<file path="src/logic/core_pkg.sv">
////////////////////////////////////////////////////////////////////////////
// processor-wide definitions for the two-wide in-order core
// address and instruction words, fetch width and the PC after reset
// imported by every fetch front end block and by the testbench
////////////////////////////////////////////////////////////////////////////

package core_pkg;

  localparam int ADDR_WIDTH = 64;              // virtual address width
  localparam int INST_WIDTH = 32;              // fixed-size instruction word

  typedef logic [ADDR_WIDTH-1:0] addr_t;       // instruction address
  typedef logic [INST_WIDTH-1:0] inst_t;       // one raw instruction

  // superscalar width of the fetch path
  localparam int NUM_SUPER  = 2;               // instructions per fetch
  localparam int INST_BYTES = INST_WIDTH / 8;  // 4 bytes per instruction

  // first fetch after reset comes from here
  localparam addr_t RESET_PC = '0;

endpackage

</file>
<file path="src/logic/fetch_queue.sv">
////////////////////////////////////////////////////////////////////////////
// fetch queue between fetch and decode
// circular buffer of fetched pairs, flushed by a taken branch
// not_full throttles fetch, out_valid tells decode a pair is waiting
////////////////////////////////////////////////////////////////////////////
`timescale 1ns/10ps

module fetch_queue #(
  parameter int QUEUE_DEPTH = 4             // entries, power of two
) (
  input  logic            clock,
  input  logic            reset,
  input  logic            flush,            // drop everything queued
  input  logic            push,             // write one pair, room already checked
  input  core_pkg::addr_t pc0,
  input  core_pkg::addr_t pc1,
  input  core_pkg::addr_t npc0,
  input  core_pkg::addr_t npc1,
  input  core_pkg::inst_t ir0,
  input  core_pkg::inst_t ir1,
  input  logic            pop,              // ignored while empty
  output logic            not_full,
  output logic            out_valid,
  output core_pkg::addr_t out_pc0,
  output core_pkg::addr_t out_pc1,
  output core_pkg::addr_t out_npc0,
  output core_pkg::addr_t out_npc1,
  output core_pkg::inst_t out_ir0,
  output core_pkg::inst_t out_ir1
);
  import core_pkg::*;

  localparam int PTR_W = $clog2(QUEUE_DEPTH);

  // one fetched pair
  typedef struct packed {
    addr_t pc0;
    addr_t pc1;
    addr_t npc0;
    addr_t npc1;
    inst_t ir0;
    inst_t ir1;
  } entry_t;

  entry_t           q_mem [QUEUE_DEPTH];    // payload storage
  entry_t           head;                   // oldest entry
  logic [PTR_W-1:0] rd_ptr;
  logic [PTR_W-1:0] wr_ptr;
  logic [PTR_W:0]   count;                  // occupancy, 0 .. QUEUE_DEPTH
  logic             do_pop;

  assign do_pop    = pop && out_valid;
  assign not_full  = (count != (PTR_W+1)'(QUEUE_DEPTH));
  assign out_valid = (count != '0);

  // payload write
  always_ff @(posedge clock)
  begin
    if (push)
      q_mem[wr_ptr] <= '{pc0: pc0, pc1: pc1, npc0: npc0, npc1: npc1, ir0: ir0, ir1: ir1};
  end

  ////////////////////////////////////////////////////////////////////////////
  // pointers and occupancy
  ////////////////////////////////////////////////////////////////////////////
  always_ff @(posedge clock)
  begin
    if (reset || flush)
    begin
      rd_ptr <= '0;
      wr_ptr <= '0;
      count  <= '0;
    end
    else
    begin
      if (push)
        wr_ptr <= wr_ptr + 1'b1;            // wraps on power-of-two depth
      if (do_pop)
        rd_ptr <= rd_ptr + 1'b1;
      if (push && !do_pop)
        count <= count + 1'b1;
      else if (do_pop && !push)
        count <= count - 1'b1;
    end
  end

  // head of the queue straight to decode
  assign head     = q_mem[rd_ptr];
  assign out_pc0  = head.pc0;
  assign out_pc1  = head.pc1;
  assign out_npc0 = head.npc0;
  assign out_npc1 = head.npc1;
  assign out_ir0  = head.ir0;
  assign out_ir1  = head.ir1;

endmodule

</file>
<file path="config.mk">
export PLATFORM = sky130hd
export DESIGN_NAME = fetch_queue
export DESIGN_NICKNAME = d
export VERILOG_FILES = /design/src/logic/core_pkg.sv /design/src/logic/fetch_queue.sv
export SDC_FILE = /design/constraint.sdc
export NUM_CORES = 1
export LEC_CHECK = 0
export BUFFER_PORTS_ARGS = -buffer_cell sky130_fd_sc_hd__clkbuf_2
export CAP_MARGIN = 20
export CORE_MARGIN = 1
export CORE_UTILIZATION = 50
export DETAILED_ROUTE_END_ITERATION = 10
export PLACE_DENSITY = 0.82
export SETUP_SLACK_MARGIN = 0.15
export SLEW_MARGIN = 20
export SYNTH_ARGS = -nofsm -noshare
export SYNTH_HDL_FRONTEND = slang
export SYNTH_SLANG_ARGS = --single-unit
</file>
<file path="constraint.sdc">
create_clock -name clock -period 9.8 [get_ports clock]
set_input_delay 0.49 -clock clock [delete_from_list [all_inputs] [get_ports clock]]
set_output_delay 0.49 -clock clock [all_outputs]
set_load 0.02 [all_outputs]
</file>
; ---- Yosys cells after proc, flatten, opt, wreduce, memory -nomap -nowiden
; Memories as Yosys holds them, arrays and structs flattened. A register that Yosys moved wholly into a read port is not among the register bits.
; Cells that the tools add are included.
[word_totals]
regBits = 7
ram_bits = 1280
n_memories = 1
word_cells = 23
[op_classes]
reduce_logical = 8
add_sub_neg = 4
n_eq_ne = 1
muxes = 6
[memory_table]
columns = name, words, width, read_ports, rd_clocked_by_memory_dff, wr, line
row1 = q_mem, 4, 320, 1, 1, 1, fetch_queue.sv:45  ; entry_t q_mem [QUEUE_DEPTH];
[op_table]
columns = operator, n
row1 = 3-bit 2-to-1 mux, 2
row2 = "2-bit by 1-bit adder with 2-bit output, second input constant", 2
row3 = 2-bit 2-to-1 mux, 2
row4 = "3-bit by 1-bit adder with 3-bit output, second input constant", 1
row5 = 1-bit logical AND, 3
row6 = "3-bit inequality test, second input constant", 1
row7 = 3-bit nonzero test, 1
row8 = "3-bit by 1-bit subtractor with 3-bit output, second input constant", 1
row9 = 1-bit zero test, 2
row10 = 1-bit 2-to-1 mux, 2
row11 = 2-bit nonzero test, 1
row12 = 1-bit logical OR, 1

; ---- Longest topological paths before layout
[logic_depth]
word_depth = 5
mapped_depth = 7
depth_no_buf = 7

; ---- Worst setup path before layout
; No wires, ideal clock.
[synth_timing]
path_kind = register to register
start = reg wr_ptr[0]
end = mem q_mem[0][0] (netlist bit), enable pin
setup_ns = 0.721
path_buffers = 0
synth_period_minus_slack_ns = 8.499
setup_slack_ns = 1.301
stages_incl_launch_ff = 4
arrival_ns = 7.777
t_required_ns = 9.079
cell_sequence = dfxtp_1 inv_1 ha_1 and2_1
[synth_rtl]
columns = item, line
row1 = from (decl), fetch_queue.sv:48  ; logic [PTR_W-1:0] wr_ptr;
row2 = from (signal assigned), fetch_queue.sv:77  ; wr_ptr <= wr_ptr + 1'b1;
row3 = to (decl), fetch_queue.sv:45
; No word-level cell before the write port.

==> results_dict.tcl <==
set metrics [dict create \
    outcome "complete, no violations" \
    floorplan.initialDensity_pct 50.38 \
    avgRoutedWirePerCell_um 26.63 \
    dp_cells 3562 \
    yosys-top-cells-count "edfxtp_1 (1,280), mux4_2 (320), buf_12 (33), buf_2 (31), dfxtp_1 (9)" \
    drv_cap 0 \
    clk_pin_slew_ns 0.06 \
    die_x_um 308.4 \
    criticalPathCategory "register to output port" \
    io_pins 647 \
    synth_top_area_share_pct 81.87 \
    setup_tns_ns 0 \
    place_area_um2 51150 \
    hp-class "primary input to register" \
    drt-initial-drc-count 2406 \
    dieArea_um2 95130 \
    cp-start-kind "register" \
    crit_arrival_ns 4.07 \
    synth_edf_count 1280 \
    drc 0 \
    synth_area_um2 46950 \
    relSlewSlack_pct 14.03 \
    numCtsBuffers 121 \
    ant_nets 0 \
    fin_skew_ns 0.01669 \
    crit_path_end_kind "output port" \
    hold_viol 0 \
    overflow 0 \
    area_growth_pct 23.92 \
    routed-via-count 23168 \
    clock-sinks 1289 \
    ir_drop_mv 0.1644 \
    grtUsageMet2_pct 39.97 \
    htree_levels 3 \
    p_leak_nw 19.57 \
    rsz0062_at_grt "false" \
    drv_slew 0 \
    grt-busiest-layer "met2" \
    first_pass_iters 5 \
    synthFlopType "edfxtp_1" \
    clock_path_buffers 3 \
    ys_ff_latch 1289 \
    synth.area.top_cells "edfxtp_1 (82%), mux4_2 (15%), buf_12 (1.4%)" \
    grt_pass1_vias 25003 \
    grt_max_degree 156 \
    grt_use_met1_pct 26.07 \
    synth_top_area_cell "edfxtp_1" \
    required_ns 9.31 \
    synth_most_common_cell "edfxtp_1" \
    gp_congestion 0.7734 \
    ys_types 23 \
    gr-usage-met3_pct 5.270 \
    critical_path.max_fanout 115 \
    finalNonFillerCells 4106 \
    fin_crit_sh_pct 46.56 \
    worstMarginPinSlew_ns 1.289 \
    drive_gt1_share_pct 40.77 \
    viasPerCell 5.642 \
    finalCriticalPeriod_ns 4.563 \
    die_y_um 308.4 \
    design_area_um2 58180 \
    setup_violations 0 \
    wirelength_um 109300 \
    powerDensity_nw_per_um2 201.1 \
    p_total_mw 11.70 \
    fill_cells 5852 \
    yosysWarnings 0 \
    antenna_found_initial 8 \
    syn_nets 2049 \
    clock_latency_ns 0.69 \
    cts_resized 0 \
    syn_avg_cell_area_um2 27.33 \
    finalNetCount 3077 \
    hpwl_um 58300 \
    cts_tree "done" \
    synth-seq-area-share_pct 82.25 \
    root_buffer "clkbuf_16" \
    track_usage_pct 22.74 \
    core_area_um2 93190 \
    syn_inst 1718 \
    grt_pass1_wl_um 158400 \
    async_flop_share_pct 0 \
    port_buffers 646 \
    rows 112 \
    timing.fmax_ghz 0.2192 \
]
[metal layers]
metal | vias up | routed length, um
met5 | - | 25
met3 | 302 | 8368
met4 | 4 | 5454
li1 | 9568 | -
met1 | 11996 | 37520
met2 | 1298 | 57970
[timing repair]
action,in CTS,in global routing
hold endpoints to repair,1256,0
hold buffers,315,0
setup buffers,0,0
[critical path, stage by stage (launching register included)]
cell and delay (ns):
dfxtp_4 1.00, buf_4 0.65, buf_12 0.69, mux4_2 0.66, clkbuf_2 0.19
[power by group]
group / total, mW / switching (mW) / internal [mW]
logic: 0.846 / 0.489 / 0.356
clock network: 4.59 / 1.98 / 2.61
registers: 6.27 / 0.0505 / 6.22
[registers in the layout, summed over array words and instances, names as in the netlist, named ones only]
name,flops
count,3
wr_ptr,2
q_mem,1280
rd_ptr,2
[per-stage QoR]
step	setup WS, ns	hold slack (ns)	util [%]
2_1_floorplan	1.301	0.4847	-
3_3_place_gp	5.819	0.5041	54.88
3_5_place_dp	5.804	0.5226	54.88
4_1_cts	5.028	0.005325	62.41
5_1_grt	4.815	0.01749	62.42
6_report	5.238	0.06435	62.43
[logic make-up after synthesis]
kind of cell	share of synthesized area [%]
AND/OR/NAND/NOR	0.1652
multiplexers	15.39
XOR/XNOR	0.09327
AO/OA/AOI/OAI	0.05595
buffers and inverters	1.865
flip-flops	82.25
adder cells (fa/ha/maj)	0.1759
[worst paths after layout]
| kind | from | endpoint | slack, ns | cells after the start |
|---|---|---|---|---|
| worst max-delay path | register | out_ir0[26] | 5.24 | 4 |
| worst max register to register | wr_ptr[0]$_SDFFE_PP0P_ | q_mem[3][238]$_DFFE_PP_ | 6.25 | 4 |
| worst min-delay path | ir0[3] | q_mem[2][35]$_DFFE_PP_ | 0.06 | 1 |
| worst min register to register | rd_ptr[0]$_SDFFE_PP0P_ | register | 0.58 | 2 |
[cells in the final DEF, fill, tap and decap left out, drive strengths merged]
cell type    Yosys  final
or2              1      1
buf             67     17
fa               1      1
xnor2            1      1
bufinv           0     12
o311ai           1      1
or3              2      2
dfxtp            9      9
o31ai            1      1
dlygate4sd3      0    315
mux4           320    320
ha               5      5
diode            0      9
nor2             8      8
and2             4      4
mux2i            2      2
clkinv           0     55
o21ai            1      1
nand2            1      1
clkbuf           6    789
inv              3      8
xor2             4      4
clkinvlp         0      5
edfxtp        1280   1280
a21oi            1      1
[area by class of cell]
| cell class | count | area [um2] | area share (%) |
|---|---|---|---|
| sequential | 1289 | 38620 | 66.39 |
| multi-input combinational | 353 | 7467 | 12.83 |
| timing repair buffer | 978 | 6626 | 11.39 |
| clock buffer | 143 | 3153 | 5.420 |
| tap | 1254 | 1569 | 2.697 |
| clock inverter | 77 | 704.4 | 1.211 |
| antenna | 9 | 22.52 | 0.03871 |
| inverter | 3 | 11.26 | 0.01936 |
Power figures use the tool's default switching activity.
