### src/logic/core_pkg.sv
////////////////////////////////////////////////////////////////////////////
// processor-wide definitions for the two-wide in-order core
// address and instruction words, fetch width and the PC after reset
// imported by every fetch front end block and by the testbench
////////////////////////////////////////////////////////////////////////////

package core_pkg;

  localparam int ADDR_WIDTH = 64;              // virtual address width
  localparam int INST_WIDTH = 32;              // fixed-size instruction word

  typedef logic [ADDR_WIDTH-1:0] addr_t;       // instruction address
  typedef logic [INST_WIDTH-1:0] inst_t;       // one raw instruction

  // superscalar width of the fetch path
  localparam int NUM_SUPER  = 2;               // instructions per fetch
  localparam int INST_BYTES = INST_WIDTH / 8;  // 4 bytes per instruction

  // first fetch after reset comes from here
  localparam addr_t RESET_PC = '0;

endpackage

### src/logic/imem_pkg.sv
////////////////////////////////////////////////////////////////////////////
// instruction memory definitions shared by memory, fetch and testbench
// one line carries a full fetch group of NUM_SUPER instructions
////////////////////////////////////////////////////////////////////////////

package imem_pkg;

  // line holds slot 0 in the low half, slot 1 in the high half
  typedef logic [core_pkg::NUM_SUPER*$bits(core_pkg::inst_t)-1:0] line_t;

  localparam int LINE_BYTES  = core_pkg::NUM_SUPER * core_pkg::INST_BYTES; // 8
  localparam int LINE_OFFSET = $clog2(LINE_BYTES);  // byte offset bits in an address

  // defaults, normally overridden from the top level
  localparam int DEFAULT_MEM_LINES   = 64;          // depth in lines
  localparam int DEFAULT_MEM_LATENCY = 2;           // cycles to answer a new address

endpackage

### src/logic/fetch_stage.sv
////////////////////////////////////////////////////////////////////////////
// fetch stage of the two-wide front end
// holds the PC, picks the next PC and splits the returned line into slots
// if_fire marks the cycle a fetched pair is handed to the fetch queue
////////////////////////////////////////////////////////////////////////////
`timescale 1ns/10ps

module fetch_stage (
  input  logic            clock,
  input  logic            reset,
  input  logic            get_next_inst,   // queue has room
  input  logic            take_branch,     // one-cycle redirect from the back end
  input  core_pkg::addr_t branch_target,   // 8-byte aligned
  input  imem_pkg::line_t imem_line,
  input  logic            imem_valid,
  output core_pkg::addr_t imem_addr,
  output logic            if_fire,         // pair accepted this cycle
  output core_pkg::addr_t if_pc0,
  output core_pkg::addr_t if_pc1,
  output core_pkg::addr_t if_npc0,
  output core_pkg::addr_t if_npc1,
  output core_pkg::inst_t if_ir0,
  output core_pkg::inst_t if_ir1
);
  import core_pkg::*;
  import imem_pkg::*;

  addr_t pc_reg;        // address of the pair being fetched
  addr_t pc_plus_8;     // sequential successor
  addr_t next_pc;
  logic  pc_enable;

  // memory works on whole lines
  assign imem_addr = pc_reg & ~addr_t'(LINE_BYTES - 1);

  // a redirect in the same cycle kills the pair from the old path
  assign if_fire = imem_valid && get_next_inst && !take_branch;

  ////////////////////////////////////////////////////////////////////////////
  // next PC
  ////////////////////////////////////////////////////////////////////////////
  assign pc_plus_8 = pc_reg + addr_t'(LINE_BYTES);
  assign next_pc   = take_branch ? branch_target : pc_plus_8;

  // branch loads even when the queue is full, else it would be dropped
  assign pc_enable = if_fire || take_branch;

  always_ff @(posedge clock)
  begin
    if (reset)
      pc_reg <= RESET_PC;
    else if (pc_enable)
      pc_reg <= next_pc;
  end

  ////////////////////////////////////////////////////////////////////////////
  // slot split
  ////////////////////////////////////////////////////////////////////////////
  assign if_pc0  = pc_reg;                            // low half of the line
  assign if_npc0 = pc_reg + addr_t'(INST_BYTES);
  assign if_pc1  = pc_reg + addr_t'(INST_BYTES);      // high half
  assign if_npc1 = pc_plus_8;

  assign if_ir0 = imem_line[0 +: $bits(inst_t)];
  assign if_ir1 = imem_line[$bits(inst_t) +: $bits(inst_t)];

endmodule

### config.mk
export PLATFORM = sky130hd
export DESIGN_NAME = fetch_stage
export DESIGN_NICKNAME = d
export VERILOG_FILES = /design/src/logic/core_pkg.sv /design/src/logic/imem_pkg.sv /design/src/logic/fetch_stage.sv
export SDC_FILE = /design/constraint.sdc
export NUM_CORES = 1
export LEC_CHECK = 0
export ABC_AREA = 1
export BUFFER_PORTS_ARGS = -buffer_cell sky130_fd_sc_hd__buf_2
export CAP_MARGIN = 25
export CORE_AREA = 2 2 199 201
export CTS_CLUSTER_DIAMETER = 30
export DETAILED_ROUTE_END_ITERATION = 10
export DIE_AREA = 0 0 201 203
export PLACE_DENSITY = 0.45
export SYNTH_ARGS = -nofsm -noshare
export SYNTH_HDL_FRONTEND = slang
export SYNTH_SLANG_ARGS = --single-unit
### constraint.sdc
create_clock -name clock -period 3.6 [get_ports clock]
set_clock_uncertainty 0.05 [all_clocks]
set_input_delay 0.72 -clock clock [delete_from_list [all_inputs] [get_ports clock]]
set_output_delay 0.72 -clock clock [all_outputs]
set_load 0.01 [all_outputs]
Yosys cells after proc, flatten, opt, wreduce, memory -nomap -nowiden

Index checks and enable logic that the tools add are counted.

Flip-flop bits (word level): 64
Bits in latches: 0
Bits in writable memories: 0
Bits in read-only memories: 0
Bits of input ports: 133
Output and inout bits: 385
Logic and storage cells: 8
Memories kept: 0

$add $sub $neg: 2
$mul: 0
Divide/modulo/power cells: 0
$lt $le $gt $ge: 0
Equal/unequal tests: 0
Shift-type cells: 0
Multiplexer cells: 1
Bitwise gates (word level): 0
Reductions and logical operators: 4

Operators by type and width:

| kind                                          | count |
|---|---|
| adder 64 x 3 -> 64 bit, second input constant | 1 |
| adder 64 x 4 -> 64 bit, second input constant | 1 |
| two-way mux 64 bit                            | 1 |
| logical AND 1 bit                             | 2 |
| zero test 1 bit                               | 1 |
| logical OR 1 bit                              | 1 |

Depth between registers and ports, before layout

Depth after elaboration: 3
Mapped depth: 13
Gate-level depth less buffers: 12

Worst setup path after synthesis

Ideal clock, no wire load.

Kind: reg2out
Start point: register pc_reg[4], in the netlist if_pc0[4]
End point: output port if_pc1[35]
Data arrival time: 2.061 ns
Data required time: 2.830 ns
Setup slack: 0.769 ns
Cell stages (with the launch flop): 11
Path buffers: 1
Cells stage by stage: dfxtp_1 ha_1 nand3_4 nor2_4 nand2_2 nor2_4 nand2_1 xor2_1 nand2_1 o21ai_0 buf_4

Cells in the longest elaborated chain, start to end: 1

Ends and longest elaborated chain:

| item                   | RTL line          | source |
|---|---|---|
| from (decl)            | fetch_stage.sv:28 | `addr_t pc_reg;` |
| from (signal assigned) | fetch_stage.sv:53 | `pc_reg <= next_pc;` |
| adder 64 x 3 -> 64 bit | -                 |  |
| to (decl)              | fetch_stage.sv:19 | `output core_pkg::addr_t if_pc1,` |

No other way between the ends.

Worst setup path in the final report

Start point: register pc_reg[29], in the netlist if_pc0[29]
End point: output port if_npc0[54]

Cells in the longest elaborated chain, start to end: 1

Ends and longest elaborated chain:

| item                   | RTL line          | source |
|---|---|---|
| adder 64 x 3 -> 64 bit | fetch_stage.sv:60 | `assign if_npc0 = pc_reg + addr_t'(INST_BYTES);` |
| to (decl)              | fetch_stage.sv:20 | `output core_pkg::addr_t if_npc0,` |

No other way between the ends.

==> flow_metrics.env <==
export IMPL_ant_nets=0
export IMPL_clockPowerShare_pct=35.7
export IMPL_cp_max_fo=5
export IMPL_clock_path_buffers=2
export IMPL_timing_fmax_mhz=288
export IMPL_cts_htree_levels=3
export IMPL_cap_violations=0
export IMPL_p_sw_share_pct=37.7
export IMPL_drt_initial_drc_count=379
export IMPL_yosysWarnings=0
export IMPL_clock_sinks=64
export IMPL_route_vias_total=7655
export IMPL_p_leak_nw=4.25
export IMPL_drcViolationCount=0
export IMPL_initial_utilization_pct=18.4
export IMPL_fin_nets=1475
export IMPL_tightest_slew_ns=0.883
export IMPL_cp_end_kind="output pin"
export IMPL_finalSetupViolCount=0
export IMPL_die_w_um=201
export IMPL_synth_area_sq_um=7090
export IMPL_postCtsSetupBuffers=0
export IMPL_dieHeight_um=203
export IMPL_cell_internal_pwr_mw=1.51
export IMPL_clkTransAtPathRegs_ns=0.06
export IMPL_p_per_area_nw_per_um2=283
export IMPL_fin_crit_sh_pct=96.6
export IMPL_power_switching_uw=912
export IMPL_routedWlPerCell_um=20.6
export IMPL_fin_crit_ns=3.48
export IMPL_area_growth_pct=20.4
export IMPL_place_ws_ns=0.253
export IMPL_drv_slew=0
export IMPL_fp_dieArea_sq_um=40800
export IMPL_synth_avg_cell_area_sq_um=6.16
export IMPL_outcome="finished, final reports clean"
export IMPL_p_seq_share_pct=34.8
export IMPL_cts_buffers_inserted=9
export IMPL_insertion_delay_ns=0.36
export IMPL_dr_pass1_iters=5
export IMPL_routed_via_density=4.11
export IMPL_layout_drive_gt1_share_pct=37.8
export IMPL_startpoint_type="flop"
export IMPL_rows=72
export IMPL_synthDistinctLibCells=38
export IMPL_grt_pass1_wl_um=53400
export IMPL_place_port_buffers=386
export IMPL_cp_data_required_time_ns=2.83
export IMPL_p_comb_share_pct=29.5
export IMPL_hold_viol=0
export IMPL_worstSetupPathType="flop to output pin"
export IMPL_fin_ws_ns=0.123
export IMPL_largest_reg_flops=64
export IMPL_grt_max_degree=64
export IMPL_tns_ns=0
export IMPL_ios=518
export IMPL_tritoncts="built"
export IMPL_synth_seq_cells=64
export IMPL_rsz0062_at_grt="no"
export IMPL_post_dp_hpwl_um=31500
export IMPL_synth_cells=1152
export IMPL_ir_worst_vdd_uv=225
export IMPL_routed_wl_um=38300
export IMPL_grt_util_all_layers_pct=18.4
export IMPL_slew_headroom_pct=41.2
export IMPL_cp_arrival_ns=2.71
export IMPL_antenna_found_initial=5
export IMPL_core_sq_um=38500
export IMPL_hold_class="flop to flop"
export IMPL_synth_seq_area_share_pct=18.1
export IMPL_cts_root_buf="clkbuf_16"
export IMPL_gp_congestion=0.852
export IMPL_grt_pass1_vias=7535
export IMPL_gr_total_overflow=0
[per-stage QoR]
stage	utilization [%]	instances	cell area (sq um)	hold WS, ns	power, mW
floorplan	-	1154	7100	0.470	1.37
global placement	21.4	1847	8250	0.452	1.59
detailed placement	21.4	1847	8250	0.464	1.59
CTS	22.1	1860	8520	0.473	2.48
global route	22.2	1860	8540	0.487	2.56
finish	22.2	1863	8540	0.469	2.42
[logic make-up (layout without fill, tap and decap cells)]
| group | count (synthesis) | count (layout) | synth area share, % |
|---|---|---|---|
| AOI/OAI and AO/OA | 141 | 141 | 10.5 |
| xor gates and xnor gates | 63 | 63 | 7.99 |
| adders and majority gates | 2 | 2 | 0.353 |
| buffers and inverters | 318 | 506 | 27.3 |
| DFF | 64 | 64 | 18.1 |
| other | 1 | 6 | 0.0529 |
| and+or+nand+nor | 563 | 563 | 35.7 |
[layer usage]
metal	global-route usage, %	up-vias	wire length, um
met5	0	-	41
met4	7.12	6	1190
met3	5.36	62	2780
met2	31.1	330	18200
met1	21.9	3491	16100
li1	-	3766	-
[worst max-delay path: stages (launching register included)]
cell and delay [ns]:
dfxtp_1 0.49, nand2_1 0.17, nor2_2 0.23, nand2_1 0.14, nor2_2 0.28, nand3_1 0.27, nor3_2 0.22, xor2_1 0.34
buf_2 0.20
[cells in the mapped netlist]
library cell  number  area share (%)
clkinv_1           3            0.16
o21ai_0           67             4.7
dfxtp_1           64              18
nor2_8             3            0.85
and2_1             2            0.18
xnor2_1           11             1.4
inv_1             81             4.3
nand3_4            1            0.25
nand3_2            4            0.56
nor3_2             1            0.14
clkinv_2           1           0.070
buf_4            197              21
nand4_1           12             1.1
ha_1               2            0.35
inv_2              4            0.21
nor4_1             1           0.088
nor2_2            14             1.2
conb_1             1           0.053
a31oi_1           16             1.4
a21oi_1           43             3.0
nand2_2           21             1.9
nand2_1          332              18
clkbuf_1          25             1.3
nor3_1             1           0.070
and2_4             3            0.37
a22o_1             1            0.12
buf_1              4            0.21
a211oi_1           1            0.11
o21ai_1            9            0.63
xor2_2             2            0.46
nor2_4            13             2.1
nor2_1           122             6.5
xor2_1            50             6.2
buf_2              3            0.21
nand2_4            7             1.1
a21oi_2            3            0.37
nand3_1           26             1.8
a311oi_1           1            0.12
[power groups by stage]
stage	clock, mW	combinational [mW]	sequential [mW]
after floorplan	0	0.525	0.846
after global placement	0	0.732	0.856
after detailed placement	0	0.728	0.858
after CTS	0.909	0.730	0.843
after global routing	0.927	0.786	0.851
final	0.862	0.714	0.842
[placed cells by master (no fill, tap or decap), drive strengths merged, types with 2 or more instances in the layout]
| cell | instances |
|---|---|
| inv | 85 |
| diode | 3 |
| clkbuf | 12 |
| o21ai | 76 |
| nor2 | 152 |
| a21oi | 46 |
| ha | 2 |
| conb | 3 |
| and2 | 5 |
| clkinv | 5 |
| nor3 | 2 |
| nand2 | 360 |
| nand3 | 31 |
| buf | 404 |
| a31oi | 16 |
| dfxtp | 64 |
| xnor2 | 11 |
| nand4 | 12 |
| xor2 | 52 |
[cell type report]
class	count	area, sq um
fill	4488	29900
multi-input combinational	772	3910
tap	518	648
clock inverter	1	5.00
inverter	89	335
timing repair buffer	404	2090
clock buffer	12	256
sequential	64	1290
antenna	3	7.51
[path summary, 6_finish.rpt]
check                                 from     endpoint  cells past startpoint  slack, ns
worst max-delay path            if_pc0[29]  if_npc0[54]                      8       0.12
worst min-delay path             if_pc0[1]    if_pc0[1]                      2       0.47
worst max register to register   if_pc0[4]   if_pc0[41]                     10       1.42
worst min register to register   if_pc0[1]    if_pc0[1]                      2       0.47
[repair_timing]
item,4_1_cts,5_1_grt
hold buffers,0,0
gates cloned,0,0
setup endpoints to repair,10,20
resized for setup,3,8
endpoints found under the hold margin,0,0
No activity file was read; power rests on OpenSTA's default activity.
